**src/verilog/scaler_pkg.sv**
```systemverilog
package scaler_pkg;

  localparam int SIZE_W = 12;  // width of line and pixel counts
  localparam int FRAC_W = 17;  // fraction bits of the interpolation factor

  localparam logic [SIZE_W-1:0] LINES_NTSC  = SIZE_W'(240);
  localparam logic [SIZE_W-1:0] LINES_PAL   = SIZE_W'(288);
  localparam logic [SIZE_W-1:0] PIXELS_FULL = SIZE_W'(640);  // halved when nvideblur is clear

  localparam int AXIS_V = 0;
  localparam int AXIS_H = 1;

  // register map, 32-bit registers
  localparam logic [7:0] REG_CTRL    = 8'h00;  // bit0 palmode, bit1 nvideblur
  localparam logic [7:0] REG_VSIZE   = 8'h04;  // active lines 11:0, total lines 27:16
  localparam logic [7:0] REG_HSIZE   = 8'h08;  // same layout in pixels
  localparam logic [7:0] REG_STATUS  = 8'h0C;  // bit0 busy
  localparam logic [7:0] REG_VFACTOR = 8'h10;  // read only
  localparam logic [7:0] REG_HFACTOR = 8'h14;  // read only

  typedef struct packed {
    logic [SIZE_W-1:0] first;   // first input line or pixel to read
    logic [SIZE_W-1:0] needed;  // input lines or pixels used
    logic [SIZE_W-1:0] full;    // full input size
    logic [SIZE_W-1:0] total;   // total output size
    logic [FRAC_W:0]   factor;  // 2^FRAC_W / total
  } axis_result_t;

endpackage

```
**src/verilog/scaler_job_if.sv**
```systemverilog
`timescale 1ns/100ps

interface scaler_job_if;
  import scaler_pkg::*;

  logic              valid;       // one cycle start pulse
  logic              busy;
  logic [SIZE_W-1:0] in_full;
  logic [SIZE_W-1:0] active_out;
  logic [SIZE_W-1:0] total_out;

  modport src (
    output valid, in_full, active_out, total_out,
    input  busy
  );
  modport calc (
    input  valid, in_full, active_out, total_out,
    output busy
  );
endinterface

```
**src/verilog/scaler_result_if.sv**
```systemverilog
`timescale 1ns/100ps

interface scaler_result_if #(
  parameter int FRAC_W = scaler_pkg::FRAC_W
);
  import scaler_pkg::*;

  logic              done;    // one cycle pulse, fields valid from here on
  logic [SIZE_W-1:0] first;
  logic [SIZE_W-1:0] needed;
  logic [SIZE_W-1:0] full;
  logic [SIZE_W-1:0] total;
  logic [FRAC_W:0]   factor;

  modport calc (
    output done, first, needed, full, total, factor
  );
  modport commit (
    input  done, first, needed, full, total, factor
  );
endinterface

```
**src/verilog/scaler_axil_regs.sv**
```systemverilog
`timescale 1ns/100ps

module scaler_axil_regs #(
  parameter int ADDR_W = 8,
  parameter int FRAC_W = scaler_pkg::FRAC_W
) (
  input  logic              SYS_CLK,
  input  logic              arst_n_i,
  input  logic [ADDR_W-1:0] s_awaddr_i,
  input  logic              s_awvalid_i,
  output logic              s_awready_o,
  input  logic [31:0]       s_wdata_i,
  input  logic [3:0]        s_wstrb_i,
  input  logic              s_wvalid_i,
  output logic              s_wready_o,
  output logic [1:0]        s_bresp_o,
  output logic              s_bvalid_o,
  input  logic              s_bready_i,
  input  logic [ADDR_W-1:0] s_araddr_i,
  input  logic              s_arvalid_i,
  output logic              s_arready_o,
  output logic [31:0]       s_rdata_o,
  output logic [1:0]        s_rresp_o,
  output logic              s_rvalid_o,
  input  logic              s_rready_i,
  input  logic [FRAC_W:0]   v_factor_i,
  input  logic [FRAC_W:0]   h_factor_i,
  scaler_job_if.src         job_v,
  scaler_job_if.src         job_h
);
  import scaler_pkg::*;

  localparam logic [1:0]  RESP_OKAY   = 2'b00;
  localparam logic [1:0]  RESP_SLVERR = 2'b10;
  localparam logic [31:0] CTRL_MASK   = 32'h0000_0003;
  localparam logic [31:0] SIZE_MASK   = {{(16-SIZE_W){1'b0}}, {SIZE_W{1'b1}},
                                         {(16-SIZE_W){1'b0}}, {SIZE_W{1'b1}}};

  logic [ADDR_W-1:0] aw_addr_q;
  logic [31:0]       w_data_q;
  logic [3:0]        w_strb_q;
  logic              aw_done_q;
  logic              w_done_q;
  logic [31:0]       ctrl_q;
  logic [31:0]       vsize_q;
  logic [31:0]       hsize_q;
  logic              v_dirty_q;
  logic              h_dirty_q;
  logic              wr_fire;
  logic              wr_ctrl;
  logic              wr_vsize;
  logic              wr_hsize;
  logic              v_issue;
  logic              h_issue;
  logic              st_busy;
  logic [31:0]       rd_data;
  logic [1:0]        rd_resp;

  function automatic logic [31:0] wmerge(input logic [31:0] old_v, input logic [31:0] new_v,
                                         input logic [3:0] strb, input logic [31:0] mask);
    logic [31:0] merged;
    merged = old_v;
    for (int b = 0; b < 4; b++) begin
      if (strb[b]) merged[8*b +: 8] = new_v[8*b +: 8];
    end
    return merged & mask;
  endfunction

  assign wr_fire  = aw_done_q & w_done_q & ~s_bvalid_o;  // both channels accepted
  assign wr_ctrl  = wr_fire & (aw_addr_q == ADDR_W'(REG_CTRL));
  assign wr_vsize = wr_fire & (aw_addr_q == ADDR_W'(REG_VSIZE));
  assign wr_hsize = wr_fire & (aw_addr_q == ADDR_W'(REG_HSIZE));

  always_ff @(posedge SYS_CLK or negedge arst_n_i) begin
    if (!arst_n_i) begin
      s_awready_o <= 1'b0;
      s_wready_o  <= 1'b0;
      aw_done_q   <= 1'b0;
      w_done_q    <= 1'b0;
      s_bvalid_o  <= 1'b0;
      s_bresp_o   <= RESP_OKAY;
    end else begin
      s_awready_o <= s_awvalid_i & ~s_awready_o & ~aw_done_q & ~s_bvalid_o;
      s_wready_o  <= s_wvalid_i & ~s_wready_o & ~w_done_q & ~s_bvalid_o;
      if (wr_fire) begin
        aw_done_q  <= 1'b0;
        w_done_q   <= 1'b0;
        s_bvalid_o <= 1'b1;
        s_bresp_o  <= (wr_ctrl | wr_vsize | wr_hsize) ? RESP_OKAY : RESP_SLVERR;
      end else begin
        if (s_awready_o & s_awvalid_i) aw_done_q <= 1'b1;
        if (s_wready_o & s_wvalid_i) w_done_q <= 1'b1;
        if (s_bvalid_o & s_bready_i) s_bvalid_o <= 1'b0;
      end
    end
  end

  always_ff @(posedge SYS_CLK) begin
    if (s_awready_o & s_awvalid_i) aw_addr_q <= s_awaddr_i;
    if (s_wready_o & s_wvalid_i) begin
      w_data_q <= s_wdata_i;
      w_strb_q <= s_wstrb_i;
    end
  end

  // a job leaves only while the calculator is idle, later writes just re-mark the axis
  assign v_issue = v_dirty_q & ~job_v.busy & ~job_v.valid;
  assign h_issue = h_dirty_q & ~job_h.busy & ~job_h.valid;

  always_ff @(posedge SYS_CLK or negedge arst_n_i) begin
    if (!arst_n_i) begin
      ctrl_q      <= '0;
      vsize_q     <= '0;
      hsize_q     <= '0;
      v_dirty_q   <= 1'b0;
      h_dirty_q   <= 1'b0;
      job_v.valid <= 1'b0;
      job_h.valid <= 1'b0;
    end else begin
      if (wr_ctrl) ctrl_q <= wmerge(ctrl_q, w_data_q, w_strb_q, CTRL_MASK);
      if (wr_vsize) vsize_q <= wmerge(vsize_q, w_data_q, w_strb_q, SIZE_MASK);
      if (wr_hsize) hsize_q <= wmerge(hsize_q, w_data_q, w_strb_q, SIZE_MASK);
      v_dirty_q   <= (v_dirty_q & ~v_issue) | wr_ctrl | wr_vsize;  // new write wins
      h_dirty_q   <= (h_dirty_q & ~h_issue) | wr_ctrl | wr_hsize;
      job_v.valid <= v_issue;
      job_h.valid <= h_issue;
    end
  end

  assign job_v.in_full    = ctrl_q[0] ? LINES_PAL : LINES_NTSC;
  assign job_v.active_out = vsize_q[SIZE_W-1:0];
  assign job_v.total_out  = vsize_q[16 +: SIZE_W];
  assign job_h.in_full    = ctrl_q[1] ? PIXELS_FULL : (PIXELS_FULL >> 1);
  assign job_h.active_out = hsize_q[SIZE_W-1:0];
  assign job_h.total_out  = hsize_q[16 +: SIZE_W];

  assign st_busy = v_dirty_q | h_dirty_q | job_v.valid | job_h.valid | job_v.busy | job_h.busy;

  always_comb begin
    rd_data = '0;
    rd_resp = RESP_OKAY;
    case (s_araddr_i)
      ADDR_W'(REG_CTRL):    rd_data = ctrl_q;
      ADDR_W'(REG_VSIZE):   rd_data = vsize_q;
      ADDR_W'(REG_HSIZE):   rd_data = hsize_q;
      ADDR_W'(REG_STATUS):  rd_data = {31'd0, st_busy};
      ADDR_W'(REG_VFACTOR): rd_data = 32'(v_factor_i);
      ADDR_W'(REG_HFACTOR): rd_data = 32'(h_factor_i);
      default:              rd_resp = RESP_SLVERR;
    endcase
  end

  always_ff @(posedge SYS_CLK or negedge arst_n_i) begin
    if (!arst_n_i) begin
      s_arready_o <= 1'b0;
      s_rvalid_o  <= 1'b0;
      s_rdata_o   <= '0;
      s_rresp_o   <= RESP_OKAY;
    end else begin
      s_arready_o <= s_arvalid_i & ~s_arready_o & ~s_rvalid_o;
      if (s_arready_o & s_arvalid_i) begin
        s_rvalid_o <= 1'b1;
        s_rdata_o  <= rd_data;
        s_rresp_o  <= rd_resp;
      end else if (s_rvalid_o & s_rready_i) begin
        s_rvalid_o <= 1'b0;
      end
    end
  end

endmodule

```
**src/verilog/serial_divide.sv**
```systemverilog
`timescale 1ns/100ps

module serial_divide #(
  parameter int FRAC_W = scaler_pkg::FRAC_W
) (
  input  logic                          SYS_CLK,
  input  logic                          arst_n_i,
  input  logic                          start_i,
  input  logic [scaler_pkg::SIZE_W-1:0] divisor_i,
  output logic [FRAC_W:0]               quotient_o,
  output logic                          done_o
);
  import scaler_pkg::*;

  localparam int CNT_W = $clog2(FRAC_W + 1);

  logic [SIZE_W-1:0] rem_q;
  logic [SIZE_W:0]   rem_sh;
  logic [SIZE_W:0]   rem_sub;
  logic              q_bit;
  logic [CNT_W-1:0]  cnt_q;  // quotient bits still to go
  logic              run_q;

  // dividend is a lone one at bit FRAC_W, so only the first step shifts in a one
  assign rem_sh  = start_i ? {{SIZE_W{1'b0}}, 1'b1} : {rem_q, 1'b0};
  assign rem_sub = rem_sh - {1'b0, divisor_i};
  assign q_bit   = (rem_sh >= {1'b0, divisor_i});  // always set for a zero divisor

  always_ff @(posedge SYS_CLK or negedge arst_n_i) begin
    if (!arst_n_i) begin
      run_q  <= 1'b0;
      cnt_q  <= '0;
      done_o <= 1'b0;
    end else begin
      done_o <= 1'b0;
      if (start_i) begin
        run_q <= 1'b1;
        cnt_q <= CNT_W'(FRAC_W);
      end else if (run_q) begin
        cnt_q <= cnt_q - 1'b1;
        if (cnt_q == CNT_W'(1)) begin  // last bit
          run_q  <= 1'b0;
          done_o <= 1'b1;
        end
      end
    end
  end

  always_ff @(posedge SYS_CLK) begin
    if (start_i | run_q) begin
      rem_q      <= q_bit ? rem_sub[SIZE_W-1:0] : rem_sh[SIZE_W-1:0];
      quotient_o <= {quotient_o[FRAC_W-1:0], q_bit};  // msb first
    end
  end

endmodule

```
**src/verilog/scaler_axis_calc.sv**
```systemverilog
`timescale 1ns/100ps

module scaler_axis_calc #(
  parameter int FRAC_W = scaler_pkg::FRAC_W
) (
  input  logic          SYS_CLK,
  input  logic          arst_n_i,
  scaler_job_if.calc    job,
  scaler_result_if.calc res
);
  import scaler_pkg::*;

  localparam int PROD_W = FRAC_W + 1 + 2 * SIZE_W;  // factor * full * active
  localparam int RES_W  = PROD_W - FRAC_W;

  logic [SIZE_W-1:0] in_full_q;
  logic [SIZE_W-1:0] active_q;
  logic [SIZE_W-1:0] total_q;
  logic              start_q;
  logic              busy_q;
  logic              div_done;
  logic [FRAC_W:0]   factor;
  logic              mul_vld_q;
  logic              rnd_vld_q;
  logic              done_q;
  logic [PROD_W-1:0] prod_q;
  logic [PROD_W-1:0] prod_rnd;
  logic [RES_W-1:0]  resmax_q;
  logic [SIZE_W-1:0] needed_c;
  logic [SIZE_W-1:0] needed_q;
  logic [SIZE_W-1:0] first_q;

  serial_divide #(
    .FRAC_W (FRAC_W)
  ) i_div (
    .SYS_CLK    (SYS_CLK),
    .arst_n_i   (arst_n_i),
    .start_i    (start_q),
    .divisor_i  (total_q),
    .quotient_o (factor),
    .done_o     (div_done)
  );

  always_ff @(posedge SYS_CLK or negedge arst_n_i) begin
    if (!arst_n_i) begin
      start_q   <= 1'b0;
      busy_q    <= 1'b0;
      mul_vld_q <= 1'b0;
      rnd_vld_q <= 1'b0;
      done_q    <= 1'b0;
    end else begin
      start_q   <= job.valid;  // divider starts once the sizes are latched
      mul_vld_q <= div_done;
      rnd_vld_q <= mul_vld_q;
      done_q    <= rnd_vld_q;
      if (job.valid) begin
        busy_q <= 1'b1;
      end else if (rnd_vld_q) begin
        busy_q <= 1'b0;  // drops together with done
      end
    end
  end

  assign prod_rnd = prod_q + (PROD_W'(1) << (FRAC_W - 1));  // round half up
  assign needed_c = (resmax_q < RES_W'(in_full_q)) ? resmax_q[SIZE_W-1:0] : in_full_q;

  always_ff @(posedge SYS_CLK) begin
    if (job.valid) begin
      in_full_q <= job.in_full;
      active_q  <= job.active_out;
      total_q   <= job.total_out;
    end
    if (div_done) prod_q <= factor * in_full_q * active_q;
    if (mul_vld_q) resmax_q <= prod_rnd[PROD_W-1:FRAC_W];
    if (rnd_vld_q) begin
      needed_q <= needed_c;
      first_q  <= (in_full_q - needed_c) >> 1;  // keep the window centred
    end
  end

  assign job.busy   = busy_q;
  assign res.done   = done_q;
  assign res.first  = first_q;
  assign res.needed = needed_q;
  assign res.full   = in_full_q;
  assign res.total  = total_q;
  assign res.factor = factor;  // divider holds it until the next start

endmodule

```
**src/verilog/scaler_cfg_commit.sv**
```systemverilog
`timescale 1ns/100ps

module scaler_cfg_commit (
  input  logic                     SYS_CLK,
  input  logic                     arst_n_i,
  scaler_result_if.commit          res_v,
  scaler_result_if.commit          res_h,
  input  logic [1:0]               calc_busy_i,
  output scaler_pkg::axis_result_t v_cfg_o,
  output scaler_pkg::axis_result_t h_cfg_o,
  output logic                     cfg_update_o
);
  import scaler_pkg::*;

  axis_result_t hold_v_q;
  axis_result_t hold_h_q;
  logic [1:0]   pend_q;  // result waiting per axis
  logic [1:0]   seen_q;  // axis started a job since the last commit
  logic [1:0]   done_in;
  logic         commit;

  assign done_in[AXIS_V] = res_v.done;
  assign done_in[AXIS_H] = res_h.done;

  // every started axis has a result, nothing is running and nothing lands this cycle
  assign commit = (|pend_q) & ((pend_q | ~seen_q) == 2'b11) & ~|calc_busy_i & ~|done_in;

  always_ff @(posedge SYS_CLK) begin
    if (res_v.done) hold_v_q <= {res_v.first, res_v.needed, res_v.full, res_v.total, res_v.factor};
    if (res_h.done) hold_h_q <= {res_h.first, res_h.needed, res_h.full, res_h.total, res_h.factor};
  end

  always_ff @(posedge SYS_CLK or negedge arst_n_i) begin
    if (!arst_n_i) begin
      pend_q       <= '0;
      seen_q       <= '0;
      v_cfg_o      <= '0;
      h_cfg_o      <= '0;
      cfg_update_o <= 1'b0;
    end else begin
      cfg_update_o <= commit;
      pend_q       <= (pend_q & {2{~commit}}) | done_in;
      seen_q       <= (seen_q & {2{~commit}}) | calc_busy_i;
      if (commit & pend_q[AXIS_V]) v_cfg_o <= hold_v_q;
      if (commit & pend_q[AXIS_H]) h_cfg_o <= hold_h_q;
    end
  end

endmodule

```
**src/verilog/scaler_cfg_top.sv**
```systemverilog
`timescale 1ns/100ps

module scaler_cfg_top #(
  parameter int ADDR_W = 8,
  parameter int FRAC_W = scaler_pkg::FRAC_W
) (
  input  logic                          SYS_CLK,
  input  logic                          arst_n_i,
  input  logic [ADDR_W-1:0]             s_awaddr_i,
  input  logic                          s_awvalid_i,
  output logic                          s_awready_o,
  input  logic [31:0]                   s_wdata_i,
  input  logic [3:0]                    s_wstrb_i,
  input  logic                          s_wvalid_i,
  output logic                          s_wready_o,
  output logic [1:0]                    s_bresp_o,
  output logic                          s_bvalid_o,
  input  logic                          s_bready_i,
  input  logic [ADDR_W-1:0]             s_araddr_i,
  input  logic                          s_arvalid_i,
  output logic                          s_arready_o,
  output logic [31:0]                   s_rdata_o,
  output logic [1:0]                    s_rresp_o,
  output logic                          s_rvalid_o,
  input  logic                          s_rready_i,
  output logic [scaler_pkg::SIZE_W-1:0] v_first_o,
  output logic [scaler_pkg::SIZE_W-1:0] v_needed_o,
  output logic [scaler_pkg::SIZE_W-1:0] v_full_o,
  output logic [scaler_pkg::SIZE_W-1:0] v_total_o,
  output logic [FRAC_W:0]               v_factor_o,
  output logic [scaler_pkg::SIZE_W-1:0] h_first_o,
  output logic [scaler_pkg::SIZE_W-1:0] h_needed_o,
  output logic [scaler_pkg::SIZE_W-1:0] h_full_o,
  output logic [scaler_pkg::SIZE_W-1:0] h_total_o,
  output logic [FRAC_W:0]               h_factor_o,
  output logic                          cfg_update_o
);
  import scaler_pkg::*;

  scaler_job_if                       job [2] ();
  scaler_result_if #(.FRAC_W(FRAC_W)) res [2] ();

  axis_result_t v_cfg;
  axis_result_t h_cfg;
  logic [1:0]   calc_busy;

  scaler_axil_regs #(
    .ADDR_W (ADDR_W),
    .FRAC_W (FRAC_W)
  ) i_regs (
    .*,
    .v_factor_i (v_cfg.factor),  // read back what the scaler sees
    .h_factor_i (h_cfg.factor),
    .job_v      (job[AXIS_V]),
    .job_h      (job[AXIS_H])
  );

  for (genvar i = 0; i < 2; i++) begin : g_axis  // 0 vertical, 1 horizontal
    scaler_axis_calc #(
      .FRAC_W (FRAC_W)
    ) i_calc (
      .SYS_CLK  (SYS_CLK),
      .arst_n_i (arst_n_i),
      .job      (job[i]),
      .res      (res[i])
    );
    assign calc_busy[i] = job[i].busy;
  end

  scaler_cfg_commit i_commit (
    .SYS_CLK      (SYS_CLK),
    .arst_n_i     (arst_n_i),
    .res_v        (res[AXIS_V]),
    .res_h        (res[AXIS_H]),
    .calc_busy_i  (calc_busy),
    .v_cfg_o      (v_cfg),
    .h_cfg_o      (h_cfg),
    .cfg_update_o (cfg_update_o)
  );

  assign v_first_o  = v_cfg.first;
  assign v_needed_o = v_cfg.needed;
  assign v_full_o   = v_cfg.full;
  assign v_total_o  = v_cfg.total;
  assign v_factor_o = v_cfg.factor;
  assign h_first_o  = h_cfg.first;
  assign h_needed_o = h_cfg.needed;
  assign h_full_o   = h_cfg.full;
  assign h_total_o  = h_cfg.total;
  assign h_factor_o = h_cfg.factor;

endmodule

```
**config.mk**
```make
export PLATFORM = sky130hd
export DESIGN_NAME = scaler_cfg_top
export DESIGN_NICKNAME = d
export VERILOG_FILES = /design/src/verilog/scaler_pkg.sv /design/src/verilog/scaler_job_if.sv /design/src/verilog/scaler_result_if.sv /design/src/verilog/scaler_axil_regs.sv /design/src/verilog/serial_divide.sv /design/src/verilog/scaler_axis_calc.sv /design/src/verilog/scaler_cfg_commit.sv /design/src/verilog/scaler_cfg_top.sv
export SDC_FILE = /design/constraint.sdc
export NUM_CORES = 2
export LEC_CHECK = 0
export BUFFER_PORTS_ARGS = -buffer_cell sky130_fd_sc_hd__clkbuf_2
export CAP_MARGIN = 20
export CORE_ASPECT_RATIO = 1.5
export CORE_MARGIN = 8
export CORE_UTILIZATION = 55
export DETAILED_ROUTE_END_ITERATION = 8
export GPL_ROUTABILITY_DRIVEN = 0
export PLACE_DENSITY = 0.83
export REMOVE_ABC_BUFFERS = 1
export SKIP_CTS_REPAIR_TIMING = 1
export SYNTH_ARGS = -nofsm -noshare
export SYNTH_HDL_FRONTEND = slang
export SYNTH_SLANG_ARGS = --single-unit
```
**constraint.sdc**
```tcl
create_clock -name SYS_CLK -period 11.35 [get_ports SYS_CLK]
set_input_delay 1.7025 -clock SYS_CLK [delete_from_list [all_inputs] [get_ports SYS_CLK]]
set_output_delay 1.7025 -clock SYS_CLK [all_outputs]
set_load 0.02 [all_outputs]
```
==> key figures <==
Outcome
  • Outcome: finished, final reports clean

Clock network
  • Worst skew pair latency: 0.65 ns
  • Clk buf depth: 3
  • Clock slew at reported path FFs: 0.07 ns
  • Clock Sinks: 637
  • Root buf cell: clkbuf_16
  • H-tree levels: 2
  • CTS Buf Count: 54
  • TritonCTS clock tree: done

Routing
  • Detailed Routing Iterations Pass 1: 6
  • Post-DR vias/cell: 5.65
  • DRT antenna net count: 0
  • Drt initial violations: 2438
  • Routed WL per cell: 19.8 µm
  • Vias: 31400
  • Number of remaining DRC errors: 0
  • Wirelength, routed: 110 mm

Synthesis
  • EDFF count, synth: 406
  • Share of the synthesized area in the top cell type: 25.6%
  • Synth warn: 0
  • Post-synth top cells: inv_1, fa_1, nand2_1
  • Synth Register Bits: 637
  • Top cells by area, synth: edfxtp_1, fa_1, dfrtp_1, ha_1, inv_1
  • Cells after Synth: 4190
  • Mapped Area: 47700 µm²
  • Dominant cell type by area after synthesis: edfxtp_1
  • Synth Area per Inst: 11.4 µm²
  • Fraction of registers with async set/reset: 36.3%
  • Most used DFF post-synth: edfxtp_1
  • Cell variety after synth: 89
  • Post-synthesis sequential area ratio: 37.7%
  • Most numerous cell in the Yosys netlist: inv_1

Pwr
  • Maximum VDD drop: 0.145 mV
  • P_leak: 0.0250 µW
  • P per Cell Area: 102 nW/µm²

Layout
  • Area grow syn2layout: 8.97%
  • Post-route cell area: 52000 µm²
  • Fin nets: 5301
  • Filler cells: 6388
  • Multi-input gate area: 26500 µm²
  • Layout cell share with drive strength beyond 1: 13.4%
  • Storage element area: 18000 µm²

Global routing
  • Largest net degree at the start of global routing: 160
  • Met1 GRT Util: 25.6%
  • Number of global-route vias before repair: 34300
  • Grt peak-use layer: met2
  • First-pass GRT wire length: 179 mm
  • Met3 GRT Util: 4.26%
  • GRT Residual Overflow: 0
  • Initial antenna violation count: 5
  • Met2 usage: 40.9%
  • GRT Overall Usage: 23.0%

Floorplanning
  • Site Rows: 132
  • CORE AREA: 86200 µm²
  • Die height: 377 µm
  • Die W: 256 µm
  • I/O pins: 233
  • Die area: 96600 µm²
  • Initial Util: 55.3%

Place
  • Placed instance area: 49900 µm²
  • DP Wirelength: 82.4 mm
  • Port bufs: 201

Critical path
  • Setup CP Type: flop to flop
  • Critical Path RT: 11.75 ns
  • CP Max Fanout: 12
  • Family with the most delay on the worst path: adder cells
  • Levels on crit path: 40
  • Worst Path Arrival: 10.96 ns
  • Crit-path slowest cell: edfxtp_1
  • Setup crit start kind: flop
  • CP endpoint kind: flop
  • FF-to-FF path depth: 40
  • Crit path buf inv count: 8
  • Slowest stage delay, CP: 0.64 ns

STA
  • Unrepaired setup endpoints after global routing: no
  • Sum of negative setup slack: 0 ns
  • Max-slew violations: 0
  • Final setup violation count: 0
  • Peak Freq: 94.7 MHz
  • Hold Violations, Final: 0
  • Skew final: 0.0453 ns
  • Normalized max-slew margin: 23.2%
  • Worst-margin pin slew: 1.15 ns
  • Period utilization: 93.1%
  • Min Tclk post-route: 10.56 ns
  • Worst Hold Slack: 0.414 ns

Worst hold path
  • Worst hold stages: 0
  • HP Class: flop to flop

Job
  • MaxCap Viol Count: 0
final timing paths:
path                                                to                                 start  slack, ns
max                        g_axis[0].i_calc.prod_q[41]  g_axis[0].i_calc.i_div.quotient_o[0]       0.79
min in group asynchronous         i_commit.v_cfg_o[35]                              arst_n_i       1.03
min                              i_commit.hold_v_q[54]         g_axis[0].i_calc.res.first[0]       0.41
min reg2reg                      i_commit.hold_v_q[54]         g_axis[0].i_calc.res.first[0]       0.41
max reg2reg                g_axis[0].i_calc.prod_q[41]  g_axis[0].i_calc.i_div.quotient_o[0]       0.79
max in group asynchronous    g_axis[1].i_calc.res.done                              arst_n_i       8.94
through the flow:
| stage | utilization [%] | total power [µW] | setup slack, ns | cells |
|---|---|---|---|---|
| after floorplan | - | 3100 | 1.30 | 4044 |
| after global placement | 57.9 | 3290 | 1.01 | 5442 |
| after detailed placement | 57.9 | 3320 | 0.817 | 5442 |
| after CTS | 60.2 | 5310 | 0.791 | 5544 |
| after global routing | 60.3 | 5470 | 0.201 | 5549 |
| final | 60.3 | 5290 | 0.787 | 5551 |
registers in the layout, summed over array words and instances (netlist names), 4 cells and up:
| signal | flops |
|---|---|
| g_axis.i_calc.res.full | 4 |
| i_regs.vsize_q | 24 |
| g_axis.i_calc.prod_q | 52 |
| g_axis.i_calc.i_div.quotient_o | 36 |
| g_axis.i_calc.i_div.rem_q | 24 |
| g_axis.i_calc.active_q | 24 |
| i_regs.w_strb_q | 4 |
| g_axis.i_calc.res.total | 24 |
| i_regs.w_data_q | 24 |
| i_commit.v_cfg_o | 56 |
| i_regs.aw_addr_q | 8 |
| i_commit.hold_v_q | 55 |
| g_axis.i_calc.res.first | 22 |
| i_commit.hold_h_q | 55 |
| g_axis.i_calc.res.needed | 24 |
| i_regs.hsize_q | 24 |
| g_axis.i_calc.i_div.cnt_q | 10 |
| g_axis.i_calc.resmax_q | 50 |
| i_regs.s_rdata_o | 28 |
| i_commit.h_cfg_o | 55 |
layer usage:
metal | share of wire, % | wire length [µm] | vias to the layer above
li1 | - | - | 13900
met1 | 35 | 38300 | 15800
met2 | 51 | 56600 | 1312
met3 | 7.4 | 8180 | 364
met4 | 6.2 | 6790 | 2
met5 | 0.012 | 13 | -
cell families (layout without fill, tap and decap cells):
group	Yosys count	count (layout)	synth area share, %
AND/OR/NAND/NOR	1077	1077	11.0
adder cells (fa/ha/maj)	879	879	31.4
buffers and inverters	851	1043	6.95
flip-flops	637	637	37.7
AO/OA/AOI/OAI	396	396	5.56
multiplexers	189	189	4.42
XOR/XNOR	160	160	2.94
other	1	31	0.00786
report_power, final:
group          leakage, µW  internal [µW]  total, µW  switching (µW)
clock             0.000943           1090       2000             909
combinational       0.0172            247        653             406
sequential         0.00689           2560       2630            70.2
final cells by class:
class	instances	share of cell area, %
Antenna cell	3	0.0144
Clock buffer	71	3.04
Clock inverter	31	0.703
Inverter	678	4.89
Multi-Input combinational cell	2729	51.0
Sequential cell	637	34.6
Tap cell	1139	2.74
Timing Repair Buffer	263	2.99
layout by cell type, fill, tap and decap left out, drive strengths merged, types with 7 or more instances in the layout:
cell type / netlist / routed
and2: 221 / 221
o31ai: 8 / 8
dfrtp: 231 / 231
nor4: 11 / 11
o21ai: 80 / 80
nand4: 20 / 20
ha: 348 / 348
a21o: 43 / 43
a21boi: 8 / 8
o21a: 15 / 15
fa: 531 / 531
nand3: 54 / 54
mux2: 175 / 175
conb: 1 / 28
nor2: 82 / 82
clkbuf: 138 / 271
inv: 677 / 684
clkinv: 1 / 15
xor2: 49 / 49
nand2: 492 / 492
nand2b: 33 / 33
nor3: 30 / 30
o21bai: 17 / 17
a211oi: 17 / 17
buf: 35 / 63
nor2b: 41 / 41
mux2i: 14 / 14
a21oi: 129 / 129
edfxtp: 406 / 406
xnor2: 111 / 111
a22oi: 24 / 24
and3: 56 / 56
nor3b: 7 / 7
a31oi: 9 / 9
Power figures use the tool's default switching activity.
